$ cat config.mk
export PLATFORM = sky130hd
export DESIGN_NAME = sparseMacTop
export DESIGN_NICKNAME = d
export VERILOG_FILES = /design/src/logic/sparseMacPkg.sv /design/src/logic/sparseMacTop.sv /design/src/logic/clusterBufferUpdate.sv /design/src/logic/windowMaskFilter.sv /design/src/logic/compactionFilter.sv /design/src/logic/maskAccumulator.sv
export SDC_FILE = /design/constraint.sdc
export NUM_CORES = 1
export LEC_CHECK = 0
export BUFFER_PORTS_ARGS = -buffer_cell sky130_fd_sc_hd__buf_2
export CAP_MARGIN = 15
export CORE_MARGIN = 2
export CORE_UTILIZATION = 40
export CTS_CLUSTER_SIZE = 28
export DETAILED_ROUTE_END_ITERATION = 10
export GPL_TIMING_DRIVEN = 0
export SLEW_MARGIN = 25
export SYNTH_ARGS = -nofsm -noshare
export SYNTH_HDL_FRONTEND = slang
export SYNTH_HIERARCHICAL = 1
export SYNTH_SLANG_ARGS = --single-unit
$ cat constraint.sdc
create_clock -name clock -period 24.2 [get_ports clock]
set_input_delay 4.84 -clock clock [delete_from_list [all_inputs] [get_ports clock]]
set_output_delay 4.84 -clock clock [all_outputs]
set_load 0.005 [all_outputs]
$ cat src/logic/sparseMacPkg.sv
`default_nettype none

package sparseMacPkg;

	// ========================================
	// Sizes
	// ========================================

	// Clusters per transfer block and per MAC block
	localparam int TRANSFER_SIZE = 2;

	// Positions in one compression window
	localparam int WINDOW_SIZE = 32;

	localparam int CLUSTER_WIDTH = 16;

	// Holds every count from 0 up to TRANSFER_SIZE
	localparam int COUNT_WIDTH = 2;

	localparam int INDEX_WIDTH = 5;

	// ========================================
	// Element types
	// ========================================

	typedef logic [CLUSTER_WIDTH-1:0] cluster_t;
	typedef logic [COUNT_WIDTH-1:0] count_t;
	typedef logic [INDEX_WIDTH-1:0] windowIndex_t;

	// One bit wider so that WINDOW_SIZE itself marks an exhausted window
	typedef logic [INDEX_WIDTH:0] windowPos_t;

	typedef logic [WINDOW_SIZE-1:0] windowMask_t;
	typedef logic [TRANSFER_SIZE-1:0] selectMask_t;

	// Element 0 sits in the low bits
	typedef cluster_t [TRANSFER_SIZE-1:0] clusterBlock_t;

	// ========================================
	// Requests and results
	// ========================================

	typedef struct packed {
		logic valid;
		windowMask_t mutualMask;
		windowIndex_t startIndex;
	} maskRequest_t;

	typedef struct packed {
		logic valid;
		selectMask_t denseMask;
		windowPos_t nextStart;
	} maskResult_t;

	typedef struct packed {
		logic valid;
		selectMask_t selectMask;
		clusterBlock_t clusters;
	} blockRequest_t;

	typedef struct packed {
		logic valid;
		clusterBlock_t clusters;
	} macResult_t;

endpackage

`default_nettype wire
$ cat src/logic/sparseMacTop.sv
`default_nettype none

module sparseMacTop (
	input wire logic clock,
	input wire logic reset,
	input wire sparseMacPkg::maskRequest_t maskIn,
	input wire sparseMacPkg::blockRequest_t blockIn,
	output sparseMacPkg::maskResult_t maskOut,
	output sparseMacPkg::macResult_t macOut
);

	// ========================================
	// Peer paths
	// ========================================

	// Window path picks the next dense select pair
	windowMaskFilter windowMaskFilter_i (
		.clock(clock),
		.reset(reset),
		.request(maskIn),
		.result(maskOut)
	);

	// Cluster path coalesces selected clusters into MAC blocks
	clusterBufferUpdate clusterBufferUpdate_i (
		.clock(clock),
		.reset(reset),
		.request(blockIn),
		.mac(macOut)
	);

endmodule

`default_nettype wire

$ cat src/logic/clusterBufferUpdate.sv
`default_nettype none

module clusterBufferUpdate (
	input wire logic clock,
	input wire logic reset,
	input wire sparseMacPkg::blockRequest_t request,
	output sparseMacPkg::macResult_t mac
);

	import sparseMacPkg::*;

	count_t [TRANSFER_SIZE-1:0] accumulation;
	clusterBlock_t denseClusters;
	count_t numSelected;

	// Buffered cluster followed by the dense clusters of this block
	cluster_t [TRANSFER_SIZE:0] joined;
	logic [COUNT_WIDTH:0] totalCount;
	logic macReady;

	// Holding buffer of one cluster
	logic bufferFull;
	cluster_t bufferCluster;

	logic macValid;
	clusterBlock_t macClusters;

	// ========================================
	// Block compaction
	// ========================================

	maskAccumulator #(
		.LENGTH(TRANSFER_SIZE)
	) blockAccumulator_i (
		.bitmask(request.selectMask),
		.accumulation(accumulation)
	);

	compactionFilter #(
		.LENGTH(TRANSFER_SIZE),
		.element_t(cluster_t)
	) clusterFilter_i (
		.sparseIn(request.clusters),
		.accumulation(accumulation),
		.denseOut(denseClusters)
	);

	// A block cannot wrap the count, so the last entry is the number selected
	assign numSelected = accumulation[TRANSFER_SIZE-1];

	// ========================================
	// Coalescing
	// ========================================

	// Unfilled dense slots come out zero from the filter
	always_comb begin
		joined = '0;
		if (bufferFull) begin
			joined[0] = bufferCluster;
			joined[TRANSFER_SIZE:1] = denseClusters;
		end else begin
			joined[TRANSFER_SIZE-1:0] = denseClusters;
		end
	end

	assign totalCount = {{COUNT_WIDTH{1'b0}}, bufferFull} + {1'b0, numSelected};
	assign macReady = (totalCount >= (COUNT_WIDTH + 1)'(TRANSFER_SIZE));

	// ========================================
	// State update
	// ========================================

	always_ff @(posedge clock) begin
		if (reset) begin
			macValid <= 1'b0;
			bufferFull <= 1'b0;
		end else begin
			macValid <= request.valid && macReady;
			if (request.valid) begin
				if (macReady) begin
					// Only a third cluster is left over
					bufferFull <= (totalCount > (COUNT_WIDTH + 1)'(TRANSFER_SIZE));
				end else begin
					bufferFull <= (totalCount != '0);
				end
			end
		end
	end

	always_ff @(posedge clock) begin
		if (request.valid) begin
			if (macReady) begin
				macClusters <= joined[TRANSFER_SIZE-1:0];
				bufferCluster <= joined[TRANSFER_SIZE];
			end else begin
				bufferCluster <= joined[0];
			end
		end
	end

	assign mac = '{valid: macValid, clusters: macClusters};

endmodule

`default_nettype wire

$ cat src/logic/windowMaskFilter.sv
`default_nettype none

module windowMaskFilter (
	input wire logic clock,
	input wire logic reset,
	input wire sparseMacPkg::maskRequest_t request,
	output sparseMacPkg::maskResult_t result
);

	import sparseMacPkg::*;

	windowMask_t keepMask;
	windowMask_t liveMask;
	count_t [WINDOW_SIZE-1:0] accumulation;
	selectMask_t denseMask;
	windowPos_t nextStart;

	logic validReg;
	selectMask_t denseMaskReg;
	windowPos_t nextStartReg;

	// ========================================
	// Window compaction
	// ========================================

	// Drop every position below the start index before counting
	assign keepMask = ~windowMask_t'(0) << request.startIndex;
	assign liveMask = request.mutualMask & keepMask;

	maskAccumulator #(
		.LENGTH(WINDOW_SIZE)
	) windowAccumulator_i (
		.bitmask(liveMask),
		.accumulation(accumulation)
	);

	// Mask bits are single-bit elements here
	compactionFilter #(
		.LENGTH(WINDOW_SIZE),
		.element_t(logic)
	) windowFilter_i (
		.sparseIn(liveMask),
		.accumulation(accumulation),
		.denseOut(denseMask)
	);

	// Following pair starts right after the position that fills the current one
	always_comb begin
		nextStart = windowPos_t'(WINDOW_SIZE);
		for (int i = WINDOW_SIZE - 1; i >= 0; i--) begin
			if (accumulation[i] == count_t'(TRANSFER_SIZE)) begin
				nextStart = windowPos_t'(i + 1);
			end
		end
	end

	// ========================================
	// Result register
	// ========================================

	always_ff @(posedge clock) begin
		if (reset) begin
			validReg <= 1'b0;
		end else begin
			validReg <= request.valid;
		end
	end

	always_ff @(posedge clock) begin
		if (request.valid) begin
			denseMaskReg <= denseMask;
			nextStartReg <= nextStart;
		end
	end

	assign result = '{valid: validReg, denseMask: denseMaskReg, nextStart: nextStartReg};

endmodule

`default_nettype wire

$ cat src/logic/compactionFilter.sv
`default_nettype none

module compactionFilter #(
	parameter int LENGTH = sparseMacPkg::WINDOW_SIZE,
	parameter type element_t = logic
) (
	input wire element_t [LENGTH-1:0] sparseIn,
	input wire sparseMacPkg::count_t [LENGTH-1:0] accumulation,
	output element_t [sparseMacPkg::TRANSFER_SIZE-1:0] denseOut
);

	import sparseMacPkg::*;

	// ========================================
	// Slot search
	// ========================================

	// Slot k is filled from the first position whose running count is k+1
	// Positions after a wrap reuse the same counts, so only the first hit counts
	always_comb begin
		logic found;
		count_t target;
		for (int k = 0; k < TRANSFER_SIZE; k++) begin
			found = 1'b0;
			target = count_t'(k + 1);
			denseOut[k] = '0;
			for (int i = 0; i < LENGTH; i++) begin
				if (!found && (accumulation[i] == target)) begin
					denseOut[k] = sparseIn[i];
					found = 1'b1;
				end
			end
		end
	end

endmodule

`default_nettype wire

$ cat src/logic/maskAccumulator.sv
`default_nettype none

module maskAccumulator #(
	parameter int LENGTH = sparseMacPkg::WINDOW_SIZE
) (
	input wire logic [LENGTH-1:0] bitmask,
	output sparseMacPkg::count_t [LENGTH-1:0] accumulation
);

	import sparseMacPkg::*;

	// One step of the capped count
	// A count that already sits at the cap starts over before the new bit is added
	function automatic count_t stepCount(count_t previous, logic bitIn);
		count_t base;
		if (previous == count_t'(TRANSFER_SIZE)) begin
			base = '0;
		end else begin
			base = previous;
		end
		return base + count_t'(bitIn);
	endfunction

	// ========================================
	// Prefix chain
	// ========================================

	// Bit 0 is counted first, so entry i already includes bitmask[i]
	always_comb begin
		count_t running;
		running = '0;
		for (int i = 0; i < LENGTH; i++) begin
			running = stepCount(running, bitmask[i]);
			accumulation[i] = running;
		end
	end

endmodule

`default_nettype wire

==> reports/metrics.csv <==
metric;value;unit
Mapped Nets;1066;
Critical R2R Launch;clusterBufferUpdate_i/bufferFull;
CTS Buf Count;9;
top cell type's share of synthesized area;19.9;%
first-pass GRT wire length;35900;um
setup TNS;0;ns
Core ar.;0.0209;mm2
Synth Cell Area;0.00844;mm2
Avg Inst Size Synth;8.83;um2
r2r setup slk;21.34;ns
ys flop type;edfxtp_1;
commonest non-fill, non-tap cells in the layout;buf_2, nor2b_1, nand2_1, mux2_2, edfxtp_1;
Clk pin slew, worst setup/hold paths;0.06;ns
FF+latch count, synth;59;
Max Root-Sink Buffers;2;
post-route ant nets;0;
CTS tree;done;
Slew HR;44.7;%
RSZ-0062 raised after global routing;no;
Synth area leader;edfxtp_1;
Worst-Margin Slew;0.830;ns
worst-case clock skew;0.00997;ns
switching portion of total power;49.0;%
crit path setup slack, layout;6.19;ns
Initial DRC Count;489;
ratio of cells with drive above 1 in the final layout;25.6;%
Worst R2R Path Depth;7;
Clock Power Share;11.0;%
ys async rst share;0;%
total clock sinks;59;
routed wire length;22600;um
Flop pwr share;10.5;%
R2R Path End;clusterBufferUpdate_i/mac[22];
clock latency at the later pin of the worst-skew pair;0.33;ns
DRC;0;
post-layout min period;18.01;ns
VDD IR max;0.000165;V
number of setup buffers added after CTS;0;
Initial Util;40.4;%
Fmax achieved;0.0555;GHz
1st-pass router iterations;5;
Setup-failing EPs final;0;
Post-synth EDFFs;56;
gr usage total;20.0;%
pre-CTS setup slack;5.96;ns
CP required;24.27;ns
antenna violations before repair;0;
CTS Hold Bufs;0;
combinational share of power;78.5;%
Critical Path Source;maskIn[4];
Tightest Hold Check Type;reg -> reg;
gpl congestion;0.889;
yosys synthesis warning count;6;
fin. max-slew vios;0;
chip height;149;um
Pint;0.000679;W
Syn Inst Count;956;
grt total ovfl;0;
arrival time worst endpoint;18.07;ns
slowest cell on the critical path;ha_1;
Pleak;4.09;nW
commonest non-fill, non-tap cell in the layout;buf_2;
most used cell, CP;ha_1;
Distinct cells, synth;98;
sequential-to-total area share from yosys stat;20.6;%
worst-path fanout max;13;
Power Density;137;mW/mm2
full die area;0.0223;mm2
DR vias;7657;
crit path kind;in -> reg;
CTS H-tree lvls;3;
Diodes inserted;0;
top cells by area, synth;edfxtp_1, mux2_2, nor2b_1;
crit end category;flop;
status;finished clean;
synthesis-to-layout area growth;14.9;%
CP max stage delay;0.57;ns
Final nets;1192;
Die Wd;149;um
io pins;117;
final period utilization;74.4;%
port buffer count;115;
largest net degree at the start of global routing;33;
CP Launch Type;primary input;
Root Buffer;clkbuf_16;
Max-Cap Viols;0;
via/cell ratio;5.62;
wire per inst;16.6;um
number of cell rows;53;
CP endpoint;windowMaskFilter_i/denseMaskReg[1];
P_sw;0.000652;W
PostCTS Resize Cnt;0;
Hold Vio Cnt, Final;0;
vias in the first global route;7116;
HPWL Detailed;17800;um
==> cells in the mapped netlist (9+ instances only) <==
| master | n |
|---|---|
| o21ai_0 | 17 |
| nand3b_1 | 9 |
| a31oi_1 | 10 |
| nand4_1 | 24 |
| nand2_1 | 70 |
| xnor2_1 | 21 |
| o211ai_1 | 11 |
| nor3b_1 | 12 |
| nor3_1 | 19 |
| mux2_2 | 59 |
| a21oi_1 | 25 |
| and3b_1 | 39 |
| nor2b_1 | 71 |
| and3_1 | 11 |
| clkbuf_1 | 21 |
| and2_1 | 29 |
| xor2_1 | 27 |
| nor2_1 | 41 |
| nand3_1 | 28 |
| nand2b_1 | 53 |
| inv_1 | 29 |
| edfxtp_1 | 56 |
| mux2_4 | 28 |
| nand4b_1 | 12 |
| ha_1 | 35 |
==> layout make-up <==
cell class,count,area (um2)
clock buffer,9,225
tap,275,344
multi-input combinational,826,6340
inverter,30,113
clock inverter,7,116
buffer,41,244
timing repair buffer,115,576
fill,2087,11200
sequential,59,1740
==> registers in the layout, indices dropped and copies added (netlist names) <==
| register | flops |
|---|---|
| clusterBufferUpdate_i/bufferCluster | 16 |
| windowMaskFilter_i/nextStartReg | 6 |
| clusterBufferUpdate_i/macValid | 1 |
| windowMaskFilter_i/validReg | 1 |
| windowMaskFilter_i/denseMaskReg | 2 |
| clusterBufferUpdate_i/mac | 32 |
| clusterBufferUpdate_i/bufferFull | 1 |
==> critical path: cells and delay by family <==
kind,cells,cell delay [ns]
compound gates,5,0.93
xor+xnor,14,2.71
fa+ha+maj,17,6.90
buf+inv,5,1.40
simple gates,7,1.30
==> worst min path at each step <==
stage,depth (start not counted),end,from
6_report,1,clusterBufferUpdate_i/mac[3],clusterBufferUpdate_i/bufferCluster[3]
5_1_grt,1,clusterBufferUpdate_i/mac[2],clusterBufferUpdate_i/bufferCluster[2]
2_1_floorplan,1,clusterBufferUpdate_i/mac[15],clusterBufferUpdate_i/bufferCluster[15]
4_1_cts,1,clusterBufferUpdate_i/mac[6],clusterBufferUpdate_i/bufferCluster[6]
3_5_place_dp,1,clusterBufferUpdate_i/mac[6],clusterBufferUpdate_i/bufferCluster[6]
3_3_place_gp,1,clusterBufferUpdate_i/mac[0],clusterBufferUpdate_i/bufferCluster[0]
==> per-layer routing <==
layer | track usage (%) | part of all wire (%) | vias up
met5 | 0 | 0 | -
met4 | 4.62 | 1.1 | 0
met3 | 1.87 | 4.8 | 19
met2 | 32.6 | 46 | 163
met1 | 28.5 | 48 | 3612
li1 | - | - | 3863
==> through the flow <==
step | hold WS (ns) | area [um2] | cells | utilization (%) | total power [W]
CTS | 0.572 | 9700 | 1362 | 46.4 | 0.00132
global route | 0.585 | 9700 | 1362 | 46.4 | 0.00145
finish | 0.567 | 9700 | 1362 | 46.4 | 0.00133
floorplan | 0.538 | 8440 | 956 | - | 0.000945
detailed placement | 0.559 | 9360 | 1346 | 44.8 | 0.00116
global placement | 0.543 | 9360 | 1346 | 44.8 | 0.00116
==> power groups by stage <==
| stage | Combinational (W) | Clock [W] | Sequential (W) |
|---|---|---|---|
| 2_1_floorplan | 0.000803 | 0 | 0.000143 |
| 3_3_place_gp | 0.00102 | 0 | 0.000142 |
| 3_5_place_dp | 0.00102 | 0 | 0.000142 |
| 4_1_cts | 0.00103 | 0.000149 | 0.000140 |
| 5_1_grt | 0.00115 | 0.000154 | 0.000142 |
| 6_report | 0.00104 | 0.000147 | 0.000140 |
==> logic make-up (layout without fill, tap and decap cells) <==
group,count (synthesis),count (layout),share of synthesized area [%]
and+or+nand+nor,473,473,34.9
AOI/OAI and AO/OA,175,175,16.4
muxes,93,93,13.6
buffers and inverters,71,202,4.23
DFF,59,59,20.6
xor gates and xnor gates,48,48,4.98
adders and majority gates,35,35,5.19
other,2,2,0.0890
No activity file was read; power rests on OpenSTA's default activity.
